## config.mk

```make
export PLATFORM = sky130hd
export DESIGN_NAME = rd_engine_top
export DESIGN_NICKNAME = d
export VERILOG_FILES = /design/src/rd_engine_pkg.sv /design/src/rd_cfg_if.sv /design/src/stat_counter.sv /design/src/rd_resp_hash.sv /design/src/rd_traffic_monitor.sv /design/src/rd_req_gen.sv /design/src/rd_engine_csr.sv /design/src/rd_engine_top.sv
export SDC_FILE = /design/constraint.sdc
export NUM_CORES = 2
export LEC_CHECK = 0
export BUFFER_PORTS_ARGS = -buffer_cell sky130_fd_sc_hd__buf_2
export CAP_MARGIN = 40
export CORE_AREA = 2 2 277 279
export DETAILED_ROUTE_END_ITERATION = 10
export DIE_AREA = 0 0 279 281
export PLACE_DENSITY_LB_ADDON = 0.2
export SLEW_MARGIN = 5
export SYNTH_ARGS = -nofsm -noshare
export SYNTH_HDL_FRONTEND = slang
export SYNTH_SLANG_ARGS = --single-unit
```

## constraint.sdc

```tcl
create_clock -name clk -period 4 [get_ports clk]
set_input_delay 0.2 -clock clk [delete_from_list [all_inputs] [get_ports clk]]
set_output_delay 0.2 -clock clk [all_outputs]
set_load 0.02 [all_outputs]
```

## src/rd_engine_pkg.sv

```systemverilog
package rd_engine_pkg;

    // ==============================
    // Address and data widths
    // ==============================

    // Line address, 64-byte lines
    localparam int LINE_ADDR_WIDTH = 42;
    localparam int BYTE_IDX_WIDTH = 6;
    typedef logic [LINE_ADDR_WIDTH-1:0] t_line_addr;
    typedef logic [LINE_ADDR_WIDTH+BYTE_IDX_WIDTH-1:0] t_byte_addr;

    // One read data beat
    localparam int DATA_WIDTH = 512;
    typedef logic [DATA_WIDTH-1:0] t_data;

    // Offset from base and the wrap mask share one type
    localparam int ADDR_OFFSET_WIDTH = 32;
    typedef logic [ADDR_OFFSET_WIDTH-1:0] t_addr_offset;

    // Burst length in lines; AXI len is this minus one
    localparam int BURST_LEN_WIDTH = 8;
    typedef logic [BURST_LEN_WIDTH-1:0] t_burst_len;

    localparam int NUM_BURSTS_WIDTH = 16;
    typedef logic [NUM_BURSTS_WIDTH-1:0] t_num_bursts;

    // Lines in flight
    localparam int LINE_COUNT_WIDTH = 12;
    typedef logic [LINE_COUNT_WIDTH-1:0] t_line_count;

    // Statistics counters, split in two halves for the adder
    localparam int COUNTER_WIDTH = 48;
    localparam int COUNTER_HALF_WIDTH = COUNTER_WIDTH / 2;
    typedef logic [COUNTER_WIDTH-1:0] t_counter;

    // ==============================
    // Register interface
    // ==============================

    localparam int CSR_DATA_WIDTH = 64;
    localparam int CSR_IDX_WIDTH = 4;
    typedef logic [CSR_DATA_WIDTH-1:0] t_csr_data;
    typedef logic [CSR_IDX_WIDTH-1:0] t_csr_idx;

    // Write side
    typedef enum logic [CSR_IDX_WIDTH-1:0] {
        CFG_BASE_ADDR = 4'd0,
        CFG_RD_CTRL   = 4'd1,
        CFG_ADDR_MASK = 4'd2
    } t_cfg_reg;

    // Read side, anything else reads zero
    typedef enum logic [CSR_IDX_WIDTH-1:0] {
        STAT_INFO        = 4'd0,
        STAT_BURSTS_REQ  = 4'd1,
        STAT_LINES_REQ   = 4'd2,
        STAT_BURSTS_RESP = 4'd3,
        STAT_LINES_RESP  = 4'd4,
        STAT_ACTIVE_SUM  = 4'd5,
        STAT_MAX_ACTIVE  = 4'd6,
        STAT_RD_CHECK    = 4'd7
    } t_stat_reg;

    // RD_CTRL field positions
    localparam int RD_CTRL_CAP_LSB = 48;
    localparam int RD_CTRL_BURSTS_LSB = 32;
    localparam int RD_CTRL_OFFSET_LSB = 16;
    localparam int RD_CTRL_OFFSET_WIDTH = 16;
    localparam int RD_CTRL_LEN_LSB = 0;

    // Reported in STAT_INFO
    localparam int MAX_BURST_LEN = 128;

    // Cycles for a counter to settle after its last increment
    localparam int STAT_SETTLE_CYCLES = 4;

    // ==============================
    // Statistics and FSM types
    // ==============================

    typedef enum int {
        SEL_BURSTS_REQ  = 0,
        SEL_LINES_REQ   = 1,
        SEL_BURSTS_RESP = 2,
        SEL_LINES_RESP  = 3,
        SEL_ACTIVE_SUM  = 4,
        NUM_STATS       = 5
    } t_stat_sel;

    typedef t_counter [NUM_STATS-1:0] t_stat_incr;
    typedef t_counter [NUM_STATS-1:0] t_stat_vals;

    typedef enum logic [1:0] {
        GEN_IDLE,
        GEN_ISSUE,
        GEN_DONE
    } t_gen_state;

endpackage

```

## src/rd_cfg_if.sv

```systemverilog
`timescale 1ns/1ps

// Run configuration from the register file
interface rd_cfg_if import rd_engine_pkg::*; ();

    t_line_addr   base_addr;
    t_addr_offset start_offset;
    t_addr_offset addr_mask;
    t_burst_len   burst_len;
    t_num_bursts  num_bursts;
    // Cap minus one, all ones when unlimited
    t_line_count  max_active;

    modport csr (
        output base_addr, start_offset, addr_mask, burst_len, num_bursts, max_active
    );

    modport gen (
        input base_addr, start_offset, addr_mask, burst_len, num_bursts, max_active
    );

endinterface

// Counter increments, counter values and monitor flags
interface rd_stat_if import rd_engine_pkg::*; ();

    t_stat_incr  incr;
    t_stat_vals  vals;
    // Measured maximum of lines in flight
    t_line_count max_active;
    logic        quota_hit;

    modport src (
        output incr, max_active, quota_hit
    );

    modport dst (
        input incr, vals, max_active
    );

endinterface

```

## src/stat_counter.sv

```systemverilog
`timescale 1ns/1ps

module stat_counter import rd_engine_pkg::*;
(
    input  logic     clk,
    input  logic     state_reset,
    input  t_counter incr_by,
    output t_counter value
);

    logic [COUNTER_HALF_WIDTH-1:0] low_q;
    logic [COUNTER_HALF_WIDTH-1:0] high_q;
    logic [COUNTER_HALF_WIDTH-1:0] incr_high_q;
    logic                          carry_q;

    always_ff @(posedge clk)
    begin
        if (state_reset)
        begin
            low_q <= '0;
            high_q <= '0;
            incr_high_q <= '0;
            carry_q <= 1'b0;
        end
        else
        begin
            // First cycle, low half and its carry
            {carry_q, low_q} <= {1'b0, low_q} + {1'b0, incr_by[COUNTER_HALF_WIDTH-1:0]};
            incr_high_q <= incr_by[COUNTER_WIDTH-1:COUNTER_HALF_WIDTH];

            // Second cycle, high half picks up the carry
            high_q <= high_q + incr_high_q + COUNTER_HALF_WIDTH'(carry_q);
        end
    end

    assign value = {high_q, low_q};

endmodule

```

## src/rd_resp_hash.sv

```systemverilog
`timescale 1ns/1ps

module rd_resp_hash import rd_engine_pkg::*;
(
    input  logic        clk,
    input  logic        state_reset,
    input  logic        r_fire,
    input  t_data       r_data,
    output logic [31:0] hash_value,
    output logic [31:0] hash_sum
);

    logic        beat_valid;
    logic [31:0] beat_word;
    logic [31:0] hash_q;
    logic [31:0] sum_q;

    // Stage one, capture the top and bottom 16 bits of the beat
    always_ff @(posedge clk)
    begin
        beat_word <= {r_data[DATA_WIDTH-1 -: 16], r_data[15:0]};
    end

    always_ff @(posedge clk)
    begin
        if (state_reset)
        begin
            beat_valid <= 1'b0;
            hash_q <= '0;
            sum_q <= '0;
            hash_value <= '0;
            hash_sum <= '0;
        end
        else
        begin
            beat_valid <= r_fire;

            // Stage two, rotate left and fold in
            if (beat_valid)
            begin
                hash_q <= {hash_q[30:0], hash_q[31]} ^ beat_word;
                sum_q <= sum_q + beat_word;
            end

            // Stage three, output registers
            hash_value <= hash_q;
            hash_sum <= sum_q;
        end
    end

endmodule

```

## src/rd_traffic_monitor.sv

```systemverilog
`timescale 1ns/1ps

module rd_traffic_monitor import rd_engine_pkg::*;
(
    input  logic       clk,
    input  logic       state_reset,

    // Channel handshakes
    input  logic       ar_fire,
    input  t_burst_len ar_len,
    input  logic       r_fire,
    input  logic       r_last,

    rd_cfg_if.gen      cfg,
    rd_stat_if.src     stats
);

    t_line_count active_lines;
    t_line_count new_req_lines;

    // Lines added by this cycle's request
    assign new_req_lines = ar_fire ? (t_line_count'(ar_len) + t_line_count'(1)) : '0;

    // ==============================
    // Counter increments
    // ==============================

    always_ff @(posedge clk)
    begin
        if (state_reset)
        begin
            stats.incr <= '0;
        end
        else
        begin
            stats.incr[SEL_BURSTS_REQ] <= t_counter'(ar_fire);
            stats.incr[SEL_LINES_REQ] <= t_counter'(new_req_lines);
            stats.incr[SEL_BURSTS_RESP] <= t_counter'(r_fire && r_last);
            stats.incr[SEL_LINES_RESP] <= t_counter'(r_fire);
            // Little's Law sum of lines in flight
            stats.incr[SEL_ACTIVE_SUM] <= t_counter'(active_lines);
        end
    end

    // ==============================
    // Lines in flight and quota
    // ==============================

    always_ff @(posedge clk)
    begin
        if (state_reset)
        begin
            active_lines <= '0;
            stats.max_active <= '0;
            stats.quota_hit <= 1'b0;
        end
        else
        begin
            // One line returns per beat
            active_lines <= active_lines + new_req_lines - t_line_count'(r_fire);

            // Registered, so one more burst can slip past the cap
            stats.quota_hit <= ((active_lines + new_req_lines) > cfg.max_active);

            if (active_lines > stats.max_active)
            begin
                stats.max_active <= active_lines;
            end
        end
    end

endmodule

```

## src/rd_req_gen.sv

```systemverilog
`timescale 1ns/1ps

module rd_req_gen import rd_engine_pkg::*;
(
    input  logic       clk,
    input  logic       state_reset,
    input  logic       state_run,

    rd_cfg_if.gen      cfg,
    input  logic       quota_hit,

    // AXI read address channel
    output logic       ar_valid,
    input  logic       ar_ready,
    output t_byte_addr ar_addr,
    output t_burst_len ar_len,

    output logic       gen_busy
);

    t_gen_state   state;
    t_addr_offset cur_offset;
    t_num_bursts  bursts_left;
    logic         unlimited;
    logic         ar_fire;

    // Request is offered whenever issuing and under the line cap
    assign gen_busy = (state == GEN_ISSUE);
    assign ar_valid = gen_busy && !quota_hit;
    assign ar_fire = ar_valid && ar_ready;

    // Line address with zero byte index
    assign ar_addr = { cfg.base_addr + t_line_addr'(cur_offset),
                       {BYTE_IDX_WIDTH{1'b0}} };
    assign ar_len = cfg.burst_len - t_burst_len'(1);

    always_ff @(posedge clk)
    begin
        if (state_reset)
        begin
            state <= GEN_IDLE;
            cur_offset <= '0;
            bursts_left <= '0;
            unlimited <= 1'b0;
        end
        else if (!state_run)
        begin
            // Track the configuration while stopped
            state <= GEN_IDLE;
            cur_offset <= cfg.start_offset;
            bursts_left <= cfg.num_bursts;
            unlimited <= (cfg.num_bursts == '0);
        end
        else
        begin
            case (state)
                GEN_IDLE:
                begin
                    // No buffer configured
                    if (cfg.base_addr == '0)
                    begin
                        state <= GEN_DONE;
                    end
                    else
                    begin
                        state <= GEN_ISSUE;
                    end
                end
                GEN_ISSUE:
                begin
                    // Advance only on an accepted burst
                    if (ar_fire)
                    begin
                        cur_offset <= (cur_offset + t_addr_offset'(cfg.burst_len)) &
                                      cfg.addr_mask;
                        bursts_left <= bursts_left - t_num_bursts'(1);

                        if (!unlimited && (bursts_left == t_num_bursts'(1)))
                        begin
                            state <= GEN_DONE;
                        end
                    end
                end
                GEN_DONE:
                begin
                    // Hold until state_run drops
                    state <= GEN_DONE;
                end
                default:
                begin
                    state <= GEN_IDLE;
                end
            endcase
        end
    end

endmodule

```

## src/rd_engine_csr.sv

```systemverilog
`timescale 1ns/1ps

module rd_engine_csr import rd_engine_pkg::*;
(
    input  logic        clk,
    input  logic        state_reset,

    // Register access
    input  logic        csr_wr,
    input  t_csr_idx    csr_idx,
    input  t_csr_data   csr_wdata,
    input  t_csr_idx    csr_rd_idx,
    output t_csr_data   csr_rdata,

    rd_cfg_if.csr       cfg,
    rd_stat_if.dst      stats,

    input  logic        gen_busy,
    input  logic [31:0] hash_value,
    input  logic [31:0] hash_sum,
    output logic        status_active
);

    // ==============================
    // Configuration registers
    // ==============================

    always_ff @(posedge clk)
    begin
        if (state_reset)
        begin
            cfg.base_addr <= '0;
            cfg.addr_mask <= '1;
            // Control word of zero
            cfg.start_offset <= '0;
            cfg.num_bursts <= '0;
            cfg.burst_len <= '0;
            cfg.max_active <= '1;
        end
        else if (csr_wr)
        begin
            case (t_cfg_reg'(csr_idx))
                CFG_BASE_ADDR:
                begin
                    cfg.base_addr <= t_line_addr'(csr_wdata);
                end
                CFG_RD_CTRL:
                begin
                    // Cap of zero wraps to all ones and means no cap
                    cfg.max_active <= csr_wdata[RD_CTRL_CAP_LSB +: LINE_COUNT_WIDTH] -
                                      t_line_count'(1);
                    cfg.num_bursts <= csr_wdata[RD_CTRL_BURSTS_LSB +: NUM_BURSTS_WIDTH];
                    cfg.start_offset <=
                        t_addr_offset'(csr_wdata[RD_CTRL_OFFSET_LSB +: RD_CTRL_OFFSET_WIDTH]);
                    cfg.burst_len <= csr_wdata[RD_CTRL_LEN_LSB +: BURST_LEN_WIDTH];
                end
                CFG_ADDR_MASK:
                begin
                    cfg.addr_mask <= t_addr_offset'(csr_wdata);
                end
                default:
                begin
                end
            endcase
        end
    end

    // ==============================
    // Status read mux
    // ==============================

    always_comb
    begin
        csr_rdata = '0;

        case (t_stat_reg'(csr_rd_idx))
            STAT_INFO:
            begin
                // Mask width above, max burst below, bit 15 reserved
                csr_rdata = { 32'h0,
                              16'(ADDR_OFFSET_WIDTH),
                              1'b0,
                              15'(MAX_BURST_LEN) };
            end
            STAT_BURSTS_REQ:  csr_rdata = t_csr_data'(stats.vals[SEL_BURSTS_REQ]);
            STAT_LINES_REQ:   csr_rdata = t_csr_data'(stats.vals[SEL_LINES_REQ]);
            STAT_BURSTS_RESP: csr_rdata = t_csr_data'(stats.vals[SEL_BURSTS_RESP]);
            STAT_LINES_RESP:  csr_rdata = t_csr_data'(stats.vals[SEL_LINES_RESP]);
            STAT_ACTIVE_SUM:  csr_rdata = t_csr_data'(stats.vals[SEL_ACTIVE_SUM]);
            STAT_MAX_ACTIVE:  csr_rdata = t_csr_data'(stats.max_active);
            // Checksum high, hash low
            STAT_RD_CHECK:    csr_rdata = { hash_sum, hash_value };
            default:          csr_rdata = '0;
        endcase
    end

    // ==============================
    // Engine activity
    // ==============================

    // Pending burst increment covers the counter lag after the last request
    always_ff @(posedge clk)
    begin
        if (state_reset)
        begin
            status_active <= 1'b0;
        end
        else
        begin
            status_active <= gen_busy ||
                             (stats.incr[SEL_BURSTS_REQ] != '0) ||
                             (stats.vals[SEL_BURSTS_REQ] != stats.vals[SEL_BURSTS_RESP]);
        end
    end

endmodule

```

## src/rd_engine_top.sv

```systemverilog
`timescale 1ns/1ps

module rd_engine_top import rd_engine_pkg::*;
(
    input  logic       clk,
    input  logic       state_reset,
    input  logic       state_run,

    // Register access
    input  logic       csr_wr,
    input  t_csr_idx   csr_idx,
    input  t_csr_data  csr_wdata,
    input  t_csr_idx   csr_rd_idx,
    output t_csr_data  csr_rdata,
    output logic       status_active,

    // AXI read address channel
    output logic       ar_valid,
    input  logic       ar_ready,
    output t_byte_addr ar_addr,
    output t_burst_len ar_len,

    // AXI read data channel, ready is always high
    input  logic       r_valid,
    input  logic       r_last,
    input  t_data      r_data
);

    rd_cfg_if  cfg_bus ();
    rd_stat_if stat_bus ();

    logic        ar_fire;
    logic        r_fire;
    logic        gen_busy;
    logic [31:0] hash_value;
    logic [31:0] hash_sum;

    assign ar_fire = ar_valid && ar_ready;
    assign r_fire = r_valid;

    rd_engine_csr u_csr (
        .clk,
        .state_reset,
        .csr_wr,
        .csr_idx,
        .csr_wdata,
        .csr_rd_idx,
        .csr_rdata,
        .cfg(cfg_bus.csr),
        .stats(stat_bus.dst),
        .gen_busy,
        .hash_value,
        .hash_sum,
        .status_active
    );

    rd_req_gen u_req_gen (
        .clk,
        .state_reset,
        .state_run,
        .cfg(cfg_bus.gen),
        .quota_hit(stat_bus.quota_hit),
        .ar_valid,
        .ar_ready,
        .ar_addr,
        .ar_len,
        .gen_busy
    );

    rd_traffic_monitor u_monitor (
        .clk,
        .state_reset,
        .ar_fire,
        .ar_len,
        .r_fire,
        .r_last,
        .cfg(cfg_bus.gen),
        .stats(stat_bus.src)
    );

    rd_resp_hash u_hash (
        .clk,
        .state_reset,
        .r_fire,
        .r_data,
        .hash_value,
        .hash_sum
    );

    // One counter per statistic
    for (genvar i = 0; i < int'(NUM_STATS); i++)
    begin : g_stat
        stat_counter u_counter (
            .clk,
            .state_reset,
            .incr_by(stat_bus.incr[i]),
            .value(stat_bus.vals[i])
        );
    end

endmodule

```

==> flow_metrics.env <==
export IMPL_p_leak_nw=15.11
export IMPL_whs_endpoint="u_monitor.stats.incr[53]"
export IMPL_grt_pass1_vias=25139
export IMPL_crit_start="u_req_gen.state[1]"
export IMPL_pwr_share_comb_pct=12.1
export IMPL_crit_type="register to register"
export IMPL_path_cells="inv_1 -> ha_1 -> nor2b_1 -> nand2_2 -> nor2_1 -> ha_1 -> fa_1 -> a21o_1 -> a21oi_1 -> o21ai_1 -> a21oi_1 -> xnor2_2 -> ha_1 -> a21o_1 -> a21oi_1 -> o21ai_0 -> a221oi_2 -> a221oi_2"
export IMPL_cts_made_buffers=74
export IMPL_reg2regPathDepth=18
export IMPL_cts_sinks=632
export IMPL_skew_ns=0.02488
export IMPL_setup_ws_ns=0.1938
export IMPL_antenna_found_initial=4
export IMPL_required_ns=4.45
export IMPL_dpl_worst_slack_ns=-0.06703
export IMPL_drt_iter0_markers=2183
export IMPL_p_seq_share_pct=42.6
export IMPL_wire_per_inst_um=18.95
export IMPL_initial_core_util_pct=41.65
export IMPL_gp_congestion=0.8891
export IMPL_holdCritStartpoint="ar_ready"
export IMPL_rr_endpoint="u_monitor.stats.quota_hit"
export IMPL_switching_power_mw=4.150
export IMPL_slew_headroom_pct=40.25
export IMPL_cts_root_buf="clkbuf_16"
export IMPL_synth_area_leader_cell="dfxtp_1"
export IMPL_peakVddDrop_mv=0.2800
export IMPL_ys_async_sr_fraction_pct=0
export IMPL_core_um2=75440
export IMPL_gr_usage_all_layers_pct=23.55
export IMPL_dr_pass1_iters=7
export IMPL_cap_violations=0
export IMPL_synth_edf_count=0
export IMPL_syn2layout_area_growth_pct=19.63
export IMPL_instances_no_fill=5022
export IMPL_r2r_slack_ns=0.19
export IMPL_io_pins=713
export IMPL_final_cell_mix="629 x dfxtp_1, 393 x nor2_1, 383 x nand2_1"
export IMPL_drc=0
export IMPL_drive_gt1_share_pct=12.44
export IMPL_min_period_ns=3.806
export IMPL_grt_pass1_wl_mm=145.5
export IMPL_design_area_um2=37590
export IMPL_cp_slowest_cell="fa_1"
export IMPL_swShare_pct=26.00
export IMPL_postPlaceCellArea_um2=33720
export IMPL_io_buffer_count=222
export IMPL_slowest_delay_ns=0.41
export IMPL_path_buf_inv=1
export IMPL_nFillCells=7298
export IMPL_die_w_um=279
export IMPL_cp_data_arrival_time_ns=4.26
export IMPL_cp_start_kind="register"
export IMPL_clkPwrFrac_pct=45.3
export IMPL_fin_nets=4729
export IMPL_synthTopCellsByArea="dfxtp_1 40%, ha_1 5.9%, xnor2_1 5.4%"
export IMPL_wirelength_mm=95.16
export IMPL_cts_tree="built"
export IMPL_clk_latency_ns=0.63
export IMPL_syn_inst=3700
export IMPL_cp_end_kind="register"
export IMPL_timing_final_crit_share_pct=95.16
export IMPL_dp_hpwl_mm=69.32
export IMPL_finalHoldViolations=0
export IMPL_cts_htree_levels=3
export IMPL_synth_avg_cell_area_um2=8.492
export IMPL_placedCellCount=4784
export IMPL_setup_violations=0
export IMPL_yosys_warnings=0
export IMPL_worst_slew_pin_slew_ns=0.8941
export IMPL_viasPerCell=5.409
export IMPL_status="complete, no violations"
export IMPL_holdPathStages=4
export IMPL_final_common_cell="dfxtp_1"
export IMPL_worstPathMaxFanout=5
export IMPL_rsz0062_at_grt="true"
export IMPL_final_max_slew_viol_count=0
export IMPL_clk_pin_slew_ns=0.06
export IMPL_seq_area_frac_synth_pct=40.27
export IMPL_fin_tns_setup_ns=0
export IMPL_dr_total_vias=27163
export IMPL_ys_flop_type="dfxtp_1"
export IMPL_intPower_mw=11.81
export IMPL_fmax_ghz=0.2627
export IMPL_rr_startpoint="u_req_gen.state[1]"
export IMPL_netlist_area_leader_share_pct=40.27
export IMPL_postRouteAntennaNets=0
export IMPL_dieArea_um2=78400
export IMPL_core_rowCount=101
export IMPL_syn_area_um2=31420
export IMPL_synth_cell_types=80
export IMPL_overflow=0
export IMPL_clk_path_buf_depth=3
export IMPL_fp_dieH_um=281
export IMPL_synth_seq_cells=632
export IMPL_hold_class="input pin to register"
export IMPL_grt_max_degree=158
export IMPL_cp_top_family="compound AO/OA/AOI/OAI gates"
export IMPL_power_density_nw_per_um2=424.6
## how the worst max path moves through the flow
stage	to	slack (ns)	cells after the start
2_1_floorplan	u_monitor.stats.quota_hit	0.002	20
3_3_place_gp	u_monitor.stats.quota_hit	-0.06	21
3_5_place_dp	u_monitor.stats.quota_hit	-0.07	21
4_1_cts	u_monitor.stats.quota_hit	0.00009	18
5_1_grt	u_monitor.stats.quota_hit	-0.05	18
6_report	u_monitor.stats.quota_hit	0.19	18
## stage by stage
stage / power (mW) / hold slack (ns) / utilization (%)
2_1_floorplan: 8.158 / 0.2277 / -
3_3_place_gp: 8.727 / 0.3028 / 44.52
3_5_place_dp: 8.759 / 0.3036 / 44.69
4_1_cts: 16.11 / 0.06487 / 49.59
5_1_grt: 16.59 / 0.09967 / 49.82
6_report: 15.96 / 0.09520 / 49.83
## flip-flops by register name, indices dropped and copies added, names as in the netlist, 12 cells and up
register                    cells
g_stat.u_counter.low_q        120
u_csr.cfg.start_offset         16
u_hash.hash_sum                32
u_hash.sum_q                   32
u_hash.hash_q                  32
u_csr.cfg.addr_mask            32
u_req_gen.cur_offset           32
u_monitor.active_lines         12
u_hash.hash_value              32
u_csr.cfg.max_active           12
u_csr.cfg.num_bursts           16
u_monitor.stats.max_active     12
u_req_gen.bursts_left          16
u_hash.beat_word               32
g_stat.u_counter.high_q       120
u_monitor.stats.incr           23
u_csr.cfg.base_addr            42
## tightest hold or removal path, stage by stage
cell     delay (ns)
buf_2          0.12
nand2_2        0.09
buf_4          0.19
nor3_1         0.06
## cells by family (layout without fill, tap and decap cells)
group | Yosys count | after routing | share of synthesized area, %
simple gates | 1444 | 1444 | 21.89
compound gates | 739 | 739 | 15.58
flops | 632 | 632 | 40.27
xor+xnor | 360 | 360 | 10.03
buf+inv | 300 | 637 | 3.683
fa+ha+maj | 156 | 156 | 6.347
mux | 68 | 68 | 2.186
other cells | 1 | 8 | 0.01193
## power by group through the flow
stage	clock network [mW]	registers, mW	logic, mW
floorplan	0	6.79	1.37
global placement	0	6.93	1.80
detailed placement	0	6.93	1.83
CTS	7.40	6.79	1.91
global route	7.64	6.82	2.14
finish	7.23	6.80	1.93
## final cells by class
class | instances | area (um2) | area share, %
antenna | 2 | 5.005 | 0.01331
clock buffer | 109 | 2196 | 5.842
clock inverter | 26 | 457.9 | 1.218
inverter | 109 | 409.1 | 1.088
multi-input combinational | 2773 | 17890 | 47.59
sequential | 632 | 12660 | 33.68
tap | 978 | 1224 | 3.255
timing repair buffer | 393 | 2750 | 7.316
## Yosys cell counts, drive strengths merged, types with 10 or more instances
cell / number
dfxtp: 632
nor2: 399
nand2: 387
a21oi: 230
xnor2: 192
nand3: 175
xor2: 168
clkbuf: 165
ha: 149
a22oi: 136
nor2b: 118
o21ai: 114
inv: 108
nor3: 64
mux2i: 63
or3: 58
nand4: 57
and3: 55
a211oi: 53
a21o: 42
nor4: 39
and2: 29
buf: 26
o211ai: 19
a311oi: 18
o21a: 17
nand2b: 14
a222oi: 12
a31oi: 12
and4: 12
or2: 12
a31o: 10
## routing by layer
layer	up-vias	global-route usage, %	routed length, um	share of wire (%)
li1	13544	-	-	-
met1	12812	31.96	43620	46
met2	656	39.24	44560	47
met3	147	2.901	4483	4.7
met4	4	6.851	2471	2.6
met5	-	0	24	0.025
## what timing repair did
action                                 in CTS  in global routing
buffers inserted                            1                  3
resized for setup                          11                 30
hold buffers                               98                  0
endpoints found under the hold margin     169                  0
gates cloned                                0                  0
pin swaps                                   4                 14
setup endpoints to repair                   9                 12
Power figures use the tool's default switching activity.
